**src/img_pkg.sv**
```systemverilog
package img_pkg;

    // ====================================================================
    // Sizes
    // ====================================================================
    // Sensor pixel and stored word
    localparam int PIXEL_WIDTH = 12;
    localparam int WORD_WIDTH = 16;

    // Frame layout, header words ahead of the pixels
    localparam int HEADER_WORDS = 8;
    localparam int IMG_SIZE_MAX = 64;
    localparam int BLOCK_WORDS = HEADER_WORDS + IMG_SIZE_MAX;

    // Counts must be able to hold BLOCK_WORDS itself
    localparam int COUNT_WIDTH = $clog2(BLOCK_WORDS + 1);
    localparam int HDR_CNT_WIDTH = $clog2(HEADER_WORDS);

    // Highlight / shadow statistics
    localparam int STAT_WIDTH = 18;
    localparam int STAT_BITS = 7;

    localparam logic [WORD_WIDTH-1:0] HEADER_WORD = '1;

    // ====================================================================
    // State encodings
    // ====================================================================
    // Frame-input machine in frame_capture
    localparam logic [2:0] CAP_IDLE = 3'd0;
    localparam logic [2:0] CAP_WAIT_LOW = 3'd1;
    localparam logic [2:0] CAP_WAIT_HIGH = 3'd2;
    localparam logic [2:0] CAP_HEADER = 3'd3;
    localparam logic [2:0] CAP_PIXELS = 3'd4;

    // Command sequencer
    typedef enum logic [1:0] {
        CTRL_IDLE,
        CTRL_CAPTURE,
        CTRL_READOUT
    } ctrl_state_t;

    // Stored word, seen raw or as a zero-padded pixel
    typedef union packed {
        logic [WORD_WIDTH-1:0] raw;
        struct packed {
            logic [WORD_WIDTH-PIXEL_WIDTH-1:0] pad;
            logic [PIXEL_WIDTH-1:0] pixel;
        } pix;
    } img_word_t;

endpackage
```
**src/img_controller.sv**
```systemverilog
`timescale 1ns/10ps

module img_controller (
    input  logic                               clk,
    input  logic                               fifoIn_rst,
    // Commands
    input  logic                               cmd_capture,
    input  logic                               cmd_readout,
    input  logic                               cmd_ram_block,
    // Image sensor
    input  logic [img_pkg::PIXEL_WIDTH-1:0]    img_d,
    input  logic                               img_fv,
    input  logic                               img_lv,
    // Readout port
    input  logic                               readout_trigger,
    output logic                               readout_ready,
    output logic [img_pkg::WORD_WIDTH-1:0]     readout_data,
    // Status
    output logic                               status_capture_done,
    output logic [img_pkg::COUNT_WIDTH-1:0]    status_pixel_count,
    output logic [img_pkg::STAT_WIDTH-1:0]     status_highlight_count,
    output logic [img_pkg::STAT_WIDTH-1:0]     status_shadow_count
);

    // Control to datapath
    logic                               cap_start;
    logic                               rd_start;
    logic                               block_sel;
    logic                               cap_done;
    logic                               rd_done;
    // Capture to store
    logic                               wr_en;
    logic [img_pkg::COUNT_WIDTH-1:0]    wr_addr;
    img_pkg::img_word_t                 wr_data;
    // Capture to statistics
    logic                               pix_fv;
    logic                               pix_lv;
    logic [img_pkg::PIXEL_WIDTH-1:0]    pix_data;
    logic                               pix_write;

    img_ctrl img_ctrl_i (
        .clk                    (clk),
        .fifoIn_rst             (fifoIn_rst),
        .cmd_capture            (cmd_capture),
        .cmd_readout            (cmd_readout),
        .cmd_ram_block          (cmd_ram_block),
        .cap_done               (cap_done),
        .rd_done                (rd_done),
        .cap_start              (cap_start),
        .rd_start               (rd_start),
        .block_sel              (block_sel),
        .status_capture_done    (status_capture_done)
    );

    frame_capture frame_capture_i (
        .clk                    (clk),
        .fifoIn_rst             (fifoIn_rst),
        .cap_start              (cap_start),
        .img_d                  (img_d),
        .img_fv                 (img_fv),
        .img_lv                 (img_lv),
        .cap_done               (cap_done),
        .wr_en                  (wr_en),
        .wr_addr                (wr_addr),
        .wr_data                (wr_data),
        .pix_fv                 (pix_fv),
        .pix_lv                 (pix_lv),
        .pix_data               (pix_data),
        .pix_write              (pix_write),
        .status_pixel_count     (status_pixel_count)
    );

    pixel_stats pixel_stats_i (
        .clk                    (clk),
        .fifoIn_rst             (fifoIn_rst),
        .cap_start              (cap_start),
        .pix_fv                 (pix_fv),
        .pix_lv                 (pix_lv),
        .pix_data               (pix_data),
        .pix_write              (pix_write),
        .status_highlight_count (status_highlight_count),
        .status_shadow_count    (status_shadow_count)
    );

    // Readout length is the last capture's word count
    frame_store frame_store_i (
        .clk                    (clk),
        .fifoIn_rst             (fifoIn_rst),
        .block_sel              (block_sel),
        .wr_en                  (wr_en),
        .wr_addr                (wr_addr),
        .wr_data                (wr_data),
        .rd_start               (rd_start),
        .rd_len                 (status_pixel_count),
        .readout_trigger        (readout_trigger),
        .readout_ready          (readout_ready),
        .readout_data           (readout_data),
        .rd_done                (rd_done)
    );

endmodule

```
**src/frame_store.sv**
```systemverilog
`timescale 1ns/10ps

module frame_store (
    input  logic                               clk,
    input  logic                               fifoIn_rst,
    input  logic                               block_sel,
    // Capture side
    input  logic                               wr_en,
    input  logic [img_pkg::COUNT_WIDTH-1:0]    wr_addr,
    input  img_pkg::img_word_t                 wr_data,
    // Readout side
    input  logic                               rd_start,
    input  logic [img_pkg::COUNT_WIDTH-1:0]    rd_len,
    input  logic                               readout_trigger,
    output logic                               readout_ready,
    output logic [img_pkg::WORD_WIDTH-1:0]     readout_data,
    output logic                               rd_done
);

    img_pkg::img_word_t                mem [0:2*img_pkg::BLOCK_WORDS-1];
    logic [img_pkg::COUNT_WIDTH-1:0]   rd_addr;
    logic [img_pkg::COUNT_WIDTH-1:0]   remaining;
    logic                              load_pending;
    logic                              xfer;
    logic                              last_word;
    logic                              load_word;

    // Block 1 sits right after block 0
    function automatic logic [img_pkg::COUNT_WIDTH:0] block_index(
        input logic                              blk,
        input logic [img_pkg::COUNT_WIDTH-1:0]   addr
    );
        logic [img_pkg::COUNT_WIDTH:0] base;
        base = blk ? (img_pkg::COUNT_WIDTH + 1)'(img_pkg::BLOCK_WORDS) : '0;
        return base + {1'b0, addr};
    endfunction

    // ====================================================================
    // Memory
    // ====================================================================
    always_ff @(posedge clk) begin
        if (wr_en) begin
            mem[block_index(block_sel, wr_addr)] <= wr_data;
        end
    end

    // Transfer happens on ready and trigger together
    assign xfer = readout_ready && readout_trigger;
    assign last_word = (remaining == img_pkg::COUNT_WIDTH'(1));

    // First fetch after start, then refill after each transfer
    assign load_word = !rd_start
                     && ((load_pending && remaining != '0) || (xfer && !last_word));

    // Output register, held while trigger is low
    always_ff @(posedge clk) begin
        if (load_word) begin
            readout_data <= mem[block_index(block_sel, rd_addr)].raw;
        end
    end

    // ====================================================================
    // Readout sequencing
    // ====================================================================
    always_ff @(posedge clk) begin
        if (!fifoIn_rst) begin
            readout_ready <= 1'b0;
            remaining <= '0;
            rd_addr <= '0;
            load_pending <= 1'b0;
            rd_done <= 1'b0;
        end else begin
            rd_done <= 1'b0;
            if (rd_start) begin
                // Length frozen here
                remaining <= rd_len;
                rd_addr <= '0;
                load_pending <= 1'b1;
                readout_ready <= 1'b0;
            end else begin
                if (load_word) begin
                    rd_addr <= rd_addr + 1'b1;
                end
                if (load_pending) begin
                    load_pending <= 1'b0;
                    // Empty block finishes right away
                    if (remaining != '0) begin
                        readout_ready <= 1'b1;
                    end else begin
                        rd_done <= 1'b1;
                    end
                end
                if (xfer) begin
                    remaining <= remaining - 1'b1;
                    if (last_word) begin
                        readout_ready <= 1'b0;
                        rd_done <= 1'b1;
                    end
                end
            end
        end
    end

endmodule

```
**src/pixel_stats.sv**
```systemverilog
`timescale 1ns/10ps

module pixel_stats (
    input  logic                               clk,
    input  logic                               fifoIn_rst,
    input  logic                               cap_start,
    input  logic                               pix_fv,
    input  logic                               pix_lv,
    input  logic [img_pkg::PIXEL_WIDTH-1:0]    pix_data,
    input  logic                               pix_write,
    output logic [img_pkg::STAT_WIDTH-1:0]     status_highlight_count,
    output logic [img_pkg::STAT_WIDTH-1:0]     status_shadow_count
);

    logic [1:0]                       col;
    logic [1:0]                       row;
    logic                             lv_prev;
    logic                             stat_valid;
    logic [img_pkg::STAT_BITS-1:0]    stat_top;

    // ====================================================================
    // Sparse grid position, one sample per 4x4 tile
    // ====================================================================
    always_ff @(posedge clk) begin
        if (!fifoIn_rst) begin
            col <= '0;
            row <= '0;
            lv_prev <= 1'b0;
            stat_valid <= 1'b0;
        end else begin
            lv_prev <= pix_lv;
            // Column restarts every line
            if (!pix_lv) begin
                col <= '0;
            end else begin
                col <= col + 1'b1;
            end
            // Row advances on lv falling edge
            if (!pix_fv) begin
                row <= '0;
            end else if (lv_prev && !pix_lv) begin
                row <= row + 1'b1;
            end
            stat_valid <= pix_write && (col == '0) && (row == '0);
        end
    end

    // Top bits of the sampled pixel
    always_ff @(posedge clk) begin
        stat_top <= pix_data[img_pkg::PIXEL_WIDTH-1 -: img_pkg::STAT_BITS];
    end

    // Counters, one cycle after the sample
    always_ff @(posedge clk) begin
        if (!fifoIn_rst || cap_start) begin
            status_highlight_count <= '0;
            status_shadow_count <= '0;
        end else if (stat_valid) begin
            if (stat_top == '1) begin
                status_highlight_count <= status_highlight_count + 1'b1;
            end
            if (stat_top == '0) begin
                status_shadow_count <= status_shadow_count + 1'b1;
            end
        end
    end

endmodule

```
**src/frame_capture.sv**
```systemverilog
`timescale 1ns/10ps

module frame_capture (
    input  logic                                clk,
    input  logic                                fifoIn_rst,
    input  logic                                cap_start,
    // Sensor pins
    input  logic [img_pkg::PIXEL_WIDTH-1:0]     img_d,
    input  logic                                img_fv,
    input  logic                                img_lv,
    output logic                                cap_done,
    // Store write port
    output logic                                wr_en,
    output logic [img_pkg::COUNT_WIDTH-1:0]     wr_addr,
    output img_pkg::img_word_t                  wr_data,
    // Registered sensor view for the statistics
    output logic                                pix_fv,
    output logic                                pix_lv,
    output logic [img_pkg::PIXEL_WIDTH-1:0]     pix_data,
    output logic                                pix_write,
    output logic [img_pkg::COUNT_WIDTH-1:0]     status_pixel_count
);

    logic [2:0]                           state;
    logic [img_pkg::HDR_CNT_WIDTH-1:0]    hdr_cnt;
    logic [img_pkg::COUNT_WIDTH-1:0]      word_count;
    logic                                 block_full;

    // ====================================================================
    // Input register stage
    // ====================================================================
    always_ff @(posedge clk) begin
        if (!fifoIn_rst) begin
            pix_fv <= 1'b0;
            pix_lv <= 1'b0;
        end else begin
            pix_fv <= img_fv;
            pix_lv <= img_lv;
        end
    end

    // Pixel value follows the pins
    always_ff @(posedge clk) begin
        pix_data <= img_d;
    end

    // ====================================================================
    // Frame-input state machine
    // ====================================================================
    always_ff @(posedge clk) begin
        if (!fifoIn_rst) begin
            state <= img_pkg::CAP_IDLE;
            hdr_cnt <= '0;
        end else if (cap_start) begin
            state <= img_pkg::CAP_WAIT_LOW;
        end else begin
            case (state)
                // Skip any frame already in progress
                img_pkg::CAP_WAIT_LOW: begin
                    if (!pix_fv) begin
                        state <= img_pkg::CAP_WAIT_HIGH;
                    end
                end
                img_pkg::CAP_WAIT_HIGH: begin
                    if (pix_fv) begin
                        hdr_cnt <= img_pkg::HDR_CNT_WIDTH'(img_pkg::HEADER_WORDS - 1);
                        state <= img_pkg::CAP_HEADER;
                    end
                end
                // One header word per cycle
                img_pkg::CAP_HEADER: begin
                    hdr_cnt <= hdr_cnt - 1'b1;
                    if (hdr_cnt == '0) begin
                        state <= img_pkg::CAP_PIXELS;
                    end
                end
                img_pkg::CAP_PIXELS: begin
                    if (!pix_fv) begin
                        state <= img_pkg::CAP_IDLE;
                    end
                end
                default: begin
                    state <= img_pkg::CAP_IDLE;
                end
            endcase
        end
    end

    // End of frame seen while storing pixels
    assign cap_done = (state == img_pkg::CAP_PIXELS) && !pix_fv;

    // Words beyond one block are dropped
    assign block_full = (word_count == img_pkg::COUNT_WIDTH'(img_pkg::BLOCK_WORDS));

    // Only pixels inside fv and lv count, header-time lines are lost
    assign pix_write = (state == img_pkg::CAP_PIXELS) && pix_fv && pix_lv && !block_full;
    assign wr_en = ((state == img_pkg::CAP_HEADER) && !block_full) || pix_write;

    // Header is all ones, pixels get zero pad on top
    always_comb begin
        wr_data.raw = img_pkg::HEADER_WORD;
        if (state != img_pkg::CAP_HEADER) begin
            wr_data.pix.pad = '0;
            wr_data.pix.pixel = pix_data;
        end
    end

    // Word counter doubles as write address
    always_ff @(posedge clk) begin
        if (!fifoIn_rst || cap_start) begin
            word_count <= '0;
        end else if (wr_en) begin
            word_count <= word_count + 1'b1;
        end
    end

    assign wr_addr = word_count;
    assign status_pixel_count = word_count;

endmodule

```
**src/img_ctrl.sv**
```systemverilog
`timescale 1ns/10ps

module img_ctrl (
    input  logic clk,
    input  logic fifoIn_rst,
    // Command pulses from the host
    input  logic cmd_capture,
    input  logic cmd_readout,
    input  logic cmd_ram_block,
    // Done pulses from the datapath
    input  logic cap_done,
    input  logic rd_done,
    output logic cap_start,
    output logic rd_start,
    output logic block_sel,
    output logic status_capture_done
);

    img_pkg::ctrl_state_t state;

    // ====================================================================
    // Command sequencer
    // ====================================================================
    always_ff @(posedge clk) begin
        if (!fifoIn_rst) begin
            state <= img_pkg::CTRL_IDLE;
            cap_start <= 1'b0;
            rd_start <= 1'b0;
            block_sel <= 1'b0;
            status_capture_done <= 1'b0;
        end else begin
            // Strobes default low
            cap_start <= 1'b0;
            rd_start <= 1'b0;
            status_capture_done <= 1'b0;

            case (state)
                img_pkg::CTRL_IDLE: begin
                    // Capture wins if both arrive together
                    if (cmd_capture) begin
                        block_sel <= cmd_ram_block;
                        cap_start <= 1'b1;
                        state <= img_pkg::CTRL_CAPTURE;
                    end else if (cmd_readout) begin
                        block_sel <= cmd_ram_block;
                        rd_start <= 1'b1;
                        state <= img_pkg::CTRL_READOUT;
                    end
                end

                img_pkg::CTRL_CAPTURE: begin
                    // Frame fully written once fv has dropped
                    if (cap_done) begin
                        status_capture_done <= 1'b1;
                        state <= img_pkg::CTRL_IDLE;
                    end
                end

                img_pkg::CTRL_READOUT: begin
                    if (rd_done) begin
                        state <= img_pkg::CTRL_IDLE;
                    end
                end

                default: begin
                    state <= img_pkg::CTRL_IDLE;
                end
            endcase
        end
    end

endmodule

```
**config.mk**
```make
export PLATFORM = sky130hd
export DESIGN_NAME = img_controller
export DESIGN_NICKNAME = d
export VERILOG_FILES = /design/src/img_pkg.sv /design/src/img_controller.sv /design/src/frame_store.sv /design/src/pixel_stats.sv /design/src/frame_capture.sv /design/src/img_ctrl.sv
export SDC_FILE = /design/constraint.sdc
export NUM_CORES = 2
export LEC_CHECK = 0
export ABC_AREA = 1
export BUFFER_PORTS_ARGS = -buffer_cell sky130_fd_sc_hd__buf_4
export CORE_ASPECT_RATIO = 0.9
export CORE_MARGIN = 8
export CORE_UTILIZATION = 35
export CTS_BUF_LIST = sky130_fd_sc_hd__clkbuf_4
export CTS_CLUSTER_SIZE = 8
export DETAILED_ROUTE_END_ITERATION = 8
export HOLD_SLACK_MARGIN = 0.05
export PLACE_DENSITY = 0.52
export SYNTH_ARGS = -nofsm -noshare
export SYNTH_HDL_FRONTEND = slang
export SYNTH_SLANG_ARGS = --single-unit
```
**constraint.sdc**
```tcl
create_clock -name clk -period 7.55 [get_ports clk]
set_input_delay 1.1325 -clock clk [delete_from_list [all_inputs] [get_ports clk]]
set_output_delay 1.1325 -clock clk [all_outputs]
set_load 0.005 [all_outputs]
```
[Yosys cells after proc, flatten, opt, wreduce, memory -nomap -nowiden]
Memory sizes are Yosys's and may differ from the RTL's. A register that Yosys moved wholly into a read port is not among the register bits.
Index checks and enable logic that the tools add are counted.
Widths: inputs -> output; s select.
Storage, ports and cells
  register bits: 99
  RAM bits: 2304
  bits of input ports: 20
  output and inout port bits: 61
  word-level logic and storage cells: 136
  memories: 1
Operators by class
  add/sub/neg operators: 10
  eq/ne operators: 21
  mux-type cells: 33
  bitwise operators: 3
  reductions and logical operators: 44
Memories
  frame_store_i.mem: depth 144, bits a word 16, rd ports 1, clocked after memory_dff 1, write ports 1, line frame_store.sv:20  | img_pkg::img_word_t mem [0:2*img_pkg::BLOCK_WORDS-1];
Operators by type and width (count)
  $add 18x1->18 const B: 2
  $mux 7: 3
  $mux 1: 17
  $mux 16: 1
  $mux 3: 5
  $add 7x1->7 const B: 2
  $eq 7x7->1 const B: 2
  $reduce_and 2->1: 7
  $logic_and 1x1->1: 12
  $pmux 3 s4: 1
  $ne 3x2->1 const B: 3
  $ne 3x3->1 const B: 3
  $add 7x7->8: 1
  $add 8x7->8: 1
  $mux 2: 4
  $reduce_and 4->1: 2
  $eq 7x1->1 const B: 1
  $logic_not 7->1: 1
  $reduce_bool 7->1: 1
  $sub 7x1->7 const B: 1
  $eq 3x2->1 const B: 2
  $logic_not 1->1: 6
  $logic_not 2->1: 3
  $ne 2x1->1 const B: 3
  other kinds (16): 27

[Longest topological paths before layout]
  word-level depth: 7
  mapped depth: 14

[Modules after synthesis]
From an unflattened synthesis, not the netlist that was laid out.
Unflattened totals
  cells, all modules: 8222
  area total of the unflattened synthesis: 97569.8 um^2
By module, submodules not included
  frame_store: instances 1, cells an instance 7688, area each 93681.1 um^2
  pixel_stats: instances 1, cells an instance 335, area each 2376.0 um^2
  frame_capture: instances 1, cells an instance 166, area each 1261.2 um^2
  img_ctrl: instances 1, cells an instance 33, area each 251.5 um^2

[Worst setup path before layout]
No wires, ideal clock.
  kind: reg-to-reg
  from: register frame_capture_i.state[1]
  to: memory frame_store_i.mem[0][4] (netlist name) (data pin)
  arrival time: 4346 ps
  data required time: 7151 ps
  slack: 2806 ps
  stages on the path, launching flop included: 7
  buffers on the path: 1
  period minus slack after synthesis: 4744 ps
  cells stage by stage: dfxtp_1 -> inv_1 -> nor2_1 -> nand2_1 -> inv_1 -> clkbuf_1 -> or2_2
RTL lines
  from (decl): line frame_capture.sv:24  | logic [2:0] state;
  from (signal assigned): line frame_capture.sv:52  | state <= img_pkg::CAP_IDLE;
  from (signal assigned): line frame_capture.sv:55  | state <= img_pkg::CAP_WAIT_LOW;
  from (signal assigned): line frame_capture.sv:61  | state <= img_pkg::CAP_WAIT_HIGH;
  to (decl): line frame_store.sv:20

[Worst setup path after layout]
  from: register frame_capture_i.word_count (netlist bit frame_capture_i.status_pixel_count[1])
  to: memory frame_store_i.mem[130][9] (netlist name) (enable)
On the way
  word-level cells in the longest chain between the ends: 6
  elaborated cells between the ends (all ways): 8
  classes of those cells: add/sub (1); eq/ne (1); mux (2); reduce/logical (4)
RTL lines
  from (decl): line frame_capture.sv:26  | logic [img_pkg::COUNT_WIDTH-1:0] word_count;
  from (signal assigned): line frame_capture.sv:113  | word_count <= word_count + 1'b1;
  $eq 7x7->1: line frame_capture.sv:93  | assign block_full = (word_count == img_pkg::COUNT_WIDTH'(img_pkg::BLOCK_WORDS));
  $logic_not 1->1: line frame_capture.sv:96, frame_capture.sv:97
  $logic_and 1x1->1, on equally long branches: line frame_capture.sv:97, frame_capture.sv:96
  $logic_or 1x1->1: line frame_capture.sv:97  | assign wr_en = ((state == img_pkg::CAP_HEADER) && !block_full) || pix_write;
  $mux 1: line frame_store.sv:42  | if (wr_en) begin
  $mux 1 (not written as such): line frame_store.sv:43  | mem[block_index(block_sel, wr_addr)] <= wr_data;
Several ways; a longest one is shown, not always the timed one.

==> flow_metrics.env <==
export IMPL_hold_viol_final=0
export IMPL_clock_fmax_mhz=241
export IMPL_synthDominantCellAreaShare_pct=70.7
export IMPL_power_clock_fraction_pct=40.9
export IMPL_critPathRequiredTime_ns=8.47
export IMPL_p_sw_mw=5.13
export IMPL_initial_utilization_pct=35.2
export IMPL_tightestPinTransition_ns=1.46
export IMPL_worst_setup_path_start_kind="register"
export IMPL_grt_max_degree=184
export IMPL_share_seq_of_total_power_pct=55.0
export IMPL_routed_wl_met2_mm=107
export IMPL_post_dp_cell_area_um2=83800
export IMPL_wire_length_of_the_first_global_routing_pass_mm=353
export IMPL_cp_end_kind="register"
export IMPL_drc=0
export IMPL_cp_max_fo=13
export IMPL_areaGrowthSynthToFinish_pct=12.7
export IMPL_path_class="reg2reg"
export IMPL_synth_fp_nets=6847
export IMPL_dr_pass1_iters=6
export IMPL_final_wtd_congestion=0.860
export IMPL_netlist_instances=6807
export IMPL_numCtsBuffers=536
export IMPL_m1_wl_mm=105
export IMPL_drt_vias_per_instance=5.23
export IMPL_cts_tree="yes"
export IMPL_combinationalPowerShare_pct=4.1
export IMPL_hold_end="img_ctrl_i.block_sel"
export IMPL_post_synth_main_area_contributors="edfxtp_1 (71%), nand3_1 (10%), nand2_1 (9.0%)"
export IMPL_clock_root_buffer="clkbuf_4"
export IMPL_finalCriticalPeriod_ns=4.14
export IMPL_post_route_cells_drive_above_1_share_pct=14.0
export IMPL_rsz0062_at_grt="false"
export IMPL_drt_iter0_drc=5564
export IMPL_top_layer="met5"
export IMPL_final_core_utilization_pct=39.7
export IMPL_timing_critical_path_arrival_ns=5.06
export IMPL_p_sw_share_pct=23.0
export IMPL_grt_overflow_total=0
export IMPL_async_flop_share_pct=0
export IMPL_coreArea_um2=227000
export IMPL_setup_violations=0
export IMPL_min_delay_path_depth=3
export IMPL_yosys_cell_types_count=41
export IMPL_post_cts_resized_instances=0
export IMPL_cellPowerDensity_nw_per_um2=247
export IMPL_syn_mean_instance_area_um2=11.8
export IMPL_placedCellCount=9616
export IMPL_synth_sequential_area_ratio_pct=73.1
export IMPL_routedWlPerCell_um=22.9
export IMPL_synth_top_cell_by_area="edfxtp_1"
export IMPL_design_area_um2=90300
export IMPL_number_of_warning_messages_in_the_yosys_log=0
export IMPL_top_level_ports=81
export IMPL_layout_nets=7190
export IMPL_detailed_place_hpwl_mm=132
export IMPL_hp_class="in2reg"
export IMPL_setup_tns_final_ns=0
export IMPL_worstSkewPairLatency_ns=1.39
export IMPL_synth_most_common_cell="nand2_1"
export IMPL_hp_start="cmd_ram_block"
export IMPL_cts_max_path_buffers=4
export IMPL_cts_reportedPaths_clkPinSlew_ns=0.07
export IMPL_r2r_start="frame_capture_i.status_pixel_count[1]"
export IMPL_global_route_usage_total_pct=18.9
export IMPL_whs_ns=0.260
export IMPL_finClkSkew_ns=0.0882
export IMPL_die_x_um=520
export IMPL_cts_sinks=1984
export IMPL_die_height_um=470
export IMPL_max_cap_viol_count=0
export IMPL_post_synth_most_frequent_cells="nand2_1 (1928), edfxtp_1 (1885), nand3_1 (1650)"
export IMPL_die_area_um2=244000
export IMPL_vias_in_the_first_global_route=53558
export IMPL_antenna_found_initial=11
export IMPL_crit_share_post_route_pct=54.8
export IMPL_buffer_ports_inserted=80
export IMPL_fp_row_count=166
export IMPL_power_ir_vdd_worst_v=0.000174
export IMPL_route_met3_wl_mm=20.1
export IMPL_cellLeakagePower_nw=31.5
export IMPL_slew_headroom_pct=2.82
export IMPL_dr_total_vias=54976
export IMPL_internal_power_mw=17.2
export IMPL_ant_nets=0
export IMPL_ff2ff_setup_slack_ns=3.41
export IMPL_yosys_most_used_dff="edfxtp_1"
export IMPL_maxSlewViolCount=0
export IMPL_worst_r2r_endpoint="frame_store_i.mem[130][9]"
export IMPL_layout_cells_non_filler=10514
export IMPL_route_final_wire_length_mm=240
export IMPL_synth_ff_latch_count=1984
export IMPL_htree_levels=6
export IMPL_synth_edff_count=1885
export IMPL_worst_r2r_path_depth=8
export IMPL_outcome="finished clean"
export IMPL_area_of_the_mapped_netlist_um2=80100
==> kinds of logic (layout without fill, tap and decap cells) <==
| kind of cell | count (synthesis) | in the layout | share of synthesized area, % |
|---|---|---|---|
| AOI/OAI and AO/OA | 272 | 272 | 1.96 |
| xor gates and xnor gates | 19 | 19 | 0.217 |
| buffers and inverters | 541 | 1207 | 2.98 |
| and+or+nand+nor | 3971 | 3971 | 21.4 |
| DFF | 1984 | 1984 | 73.1 |
| adders and majority gates | 20 | 20 | 0.312 |
| other | 0 | 17 | 0 |
==> metrics by stage <==
stage / total power [mW] / worst slack, ns
2_1_floorplan: 12.9 / 2.81
3_3_place_gp: 13.4 / 3.52
3_5_place_dp: 13.4 / 3.46
4_1_cts: 22.5 / 3.42
5_1_grt: 23.1 / 3.19
6_report: 22.3 / 3.41
==> cell type report <==
cell class	instances	area, um2
fillers	21978	137000
flip-flops and latches	1984	58600
multi-input cells	4282	19200
clock buffers	770	5780
well taps	3024	3780
repair buffers	235	1960
clock inverters	91	458
inverters	111	447
diodes	17	42.5
==> flip-flops by register name, summed over array words and instances, names as in the netlist, 7 cells and up <==
name                                  count
frame_store_i.mem                      1872
pixel_stats_i.status_highlight_count     18
pixel_stats_i.stat_top                    7
frame_capture_i.status_pixel_count        7
frame_store_i.readout_data               13
frame_store_i.rd_addr                     7
pixel_stats_i.status_shadow_count        18
frame_capture_i.pix_data                 12
frame_store_i.remaining                   7
==> cells in the final DEF, fill, tap and decap left out, types with 4 or more instances in the layout <==
cell type,Yosys,final
nand4_1,14,14
nor2_1,323,317
ha_1,20,18
dlygate4sd3_1,0,19
a31oi_1,7,7
clkinv_1,3,73
inv_2,2,12
dfxtp_1,99,96
edfxtp_1,1885,1885
inv_1,106,103
o21ai_0,147,146
diode_2,0,17
xnor2_1,8,8
buf_12,0,12
clkbuf_4,0,770
o21ai_1,4,5
nor3_1,26,26
nand2_2,1,4
nor2_2,2,8
xor2_1,10,10
a21oi_1,47,47
or2_4,0,12
nand2_1,1928,1925
bufinv_16,0,4
buf_4,40,204
nor4_1,6,6
o221ai_1,38,38
o22ai_1,17,17
nand3_1,1650,1648
==> routing by layer <==
metal	GRT usage (%)	vias to the layer above
li1	-	25194
met1	26.7	27011
met2	28.4	2335
met3	4.49	434
met4	7.06	2
met5	0	-
==> power by group through the flow <==
stage | registers (mW) | logic [mW] | clock network, mW
2_1_floorplan | 12.5 | 0.396 | 0
3_3_place_gp | 12.5 | 0.884 | 0
3_5_place_dp | 12.5 | 0.898 | 0
4_1_cts | 12.3 | 0.906 | 9.35
5_1_grt | 12.3 | 0.963 | 9.91
6_report | 12.3 | 0.905 | 9.12
==> worst max-delay path, cell delays in order (launching register included) <==
cell	delay [ns]
dfxtp_1	0.51
inv_1	0.15
ha_1	0.30
nand3_1	0.20
nand2_2	0.18
nor2_1	0.32
nand2_1	0.60
buf_4	0.44
nor2_1	1.00
==> worst max-delay path by stage <==
stage / start / endpoint / slack [ns] / cells after the start
after floorplan: frame_capture_i.state[1] / frame_store_i.mem[0][4] / 2.81 / 6
after global placement: frame_store_i.rd_addr[0] / frame_store_i.readout_data[3] / 3.52 / 8
after detailed placement: frame_capture_i.status_pixel_count[1] / frame_store_i.mem[136][8] / 3.46 / 7
after CTS: frame_capture_i.status_pixel_count[1] / frame_store_i.mem[136][7] / 3.42 / 7
after global routing: frame_capture_i.status_pixel_count[1] / frame_store_i.mem[2][6] / 3.19 / 8
final: frame_capture_i.status_pixel_count[1] / frame_store_i.mem[130][9] / 3.41 / 8
==> repair_timing <==
item,CTS,global route
buffers inserted,0,0
hold endpoints to repair,24,0
hold buffers,19,0
No activity file was read; power rests on OpenSTA's default activity.
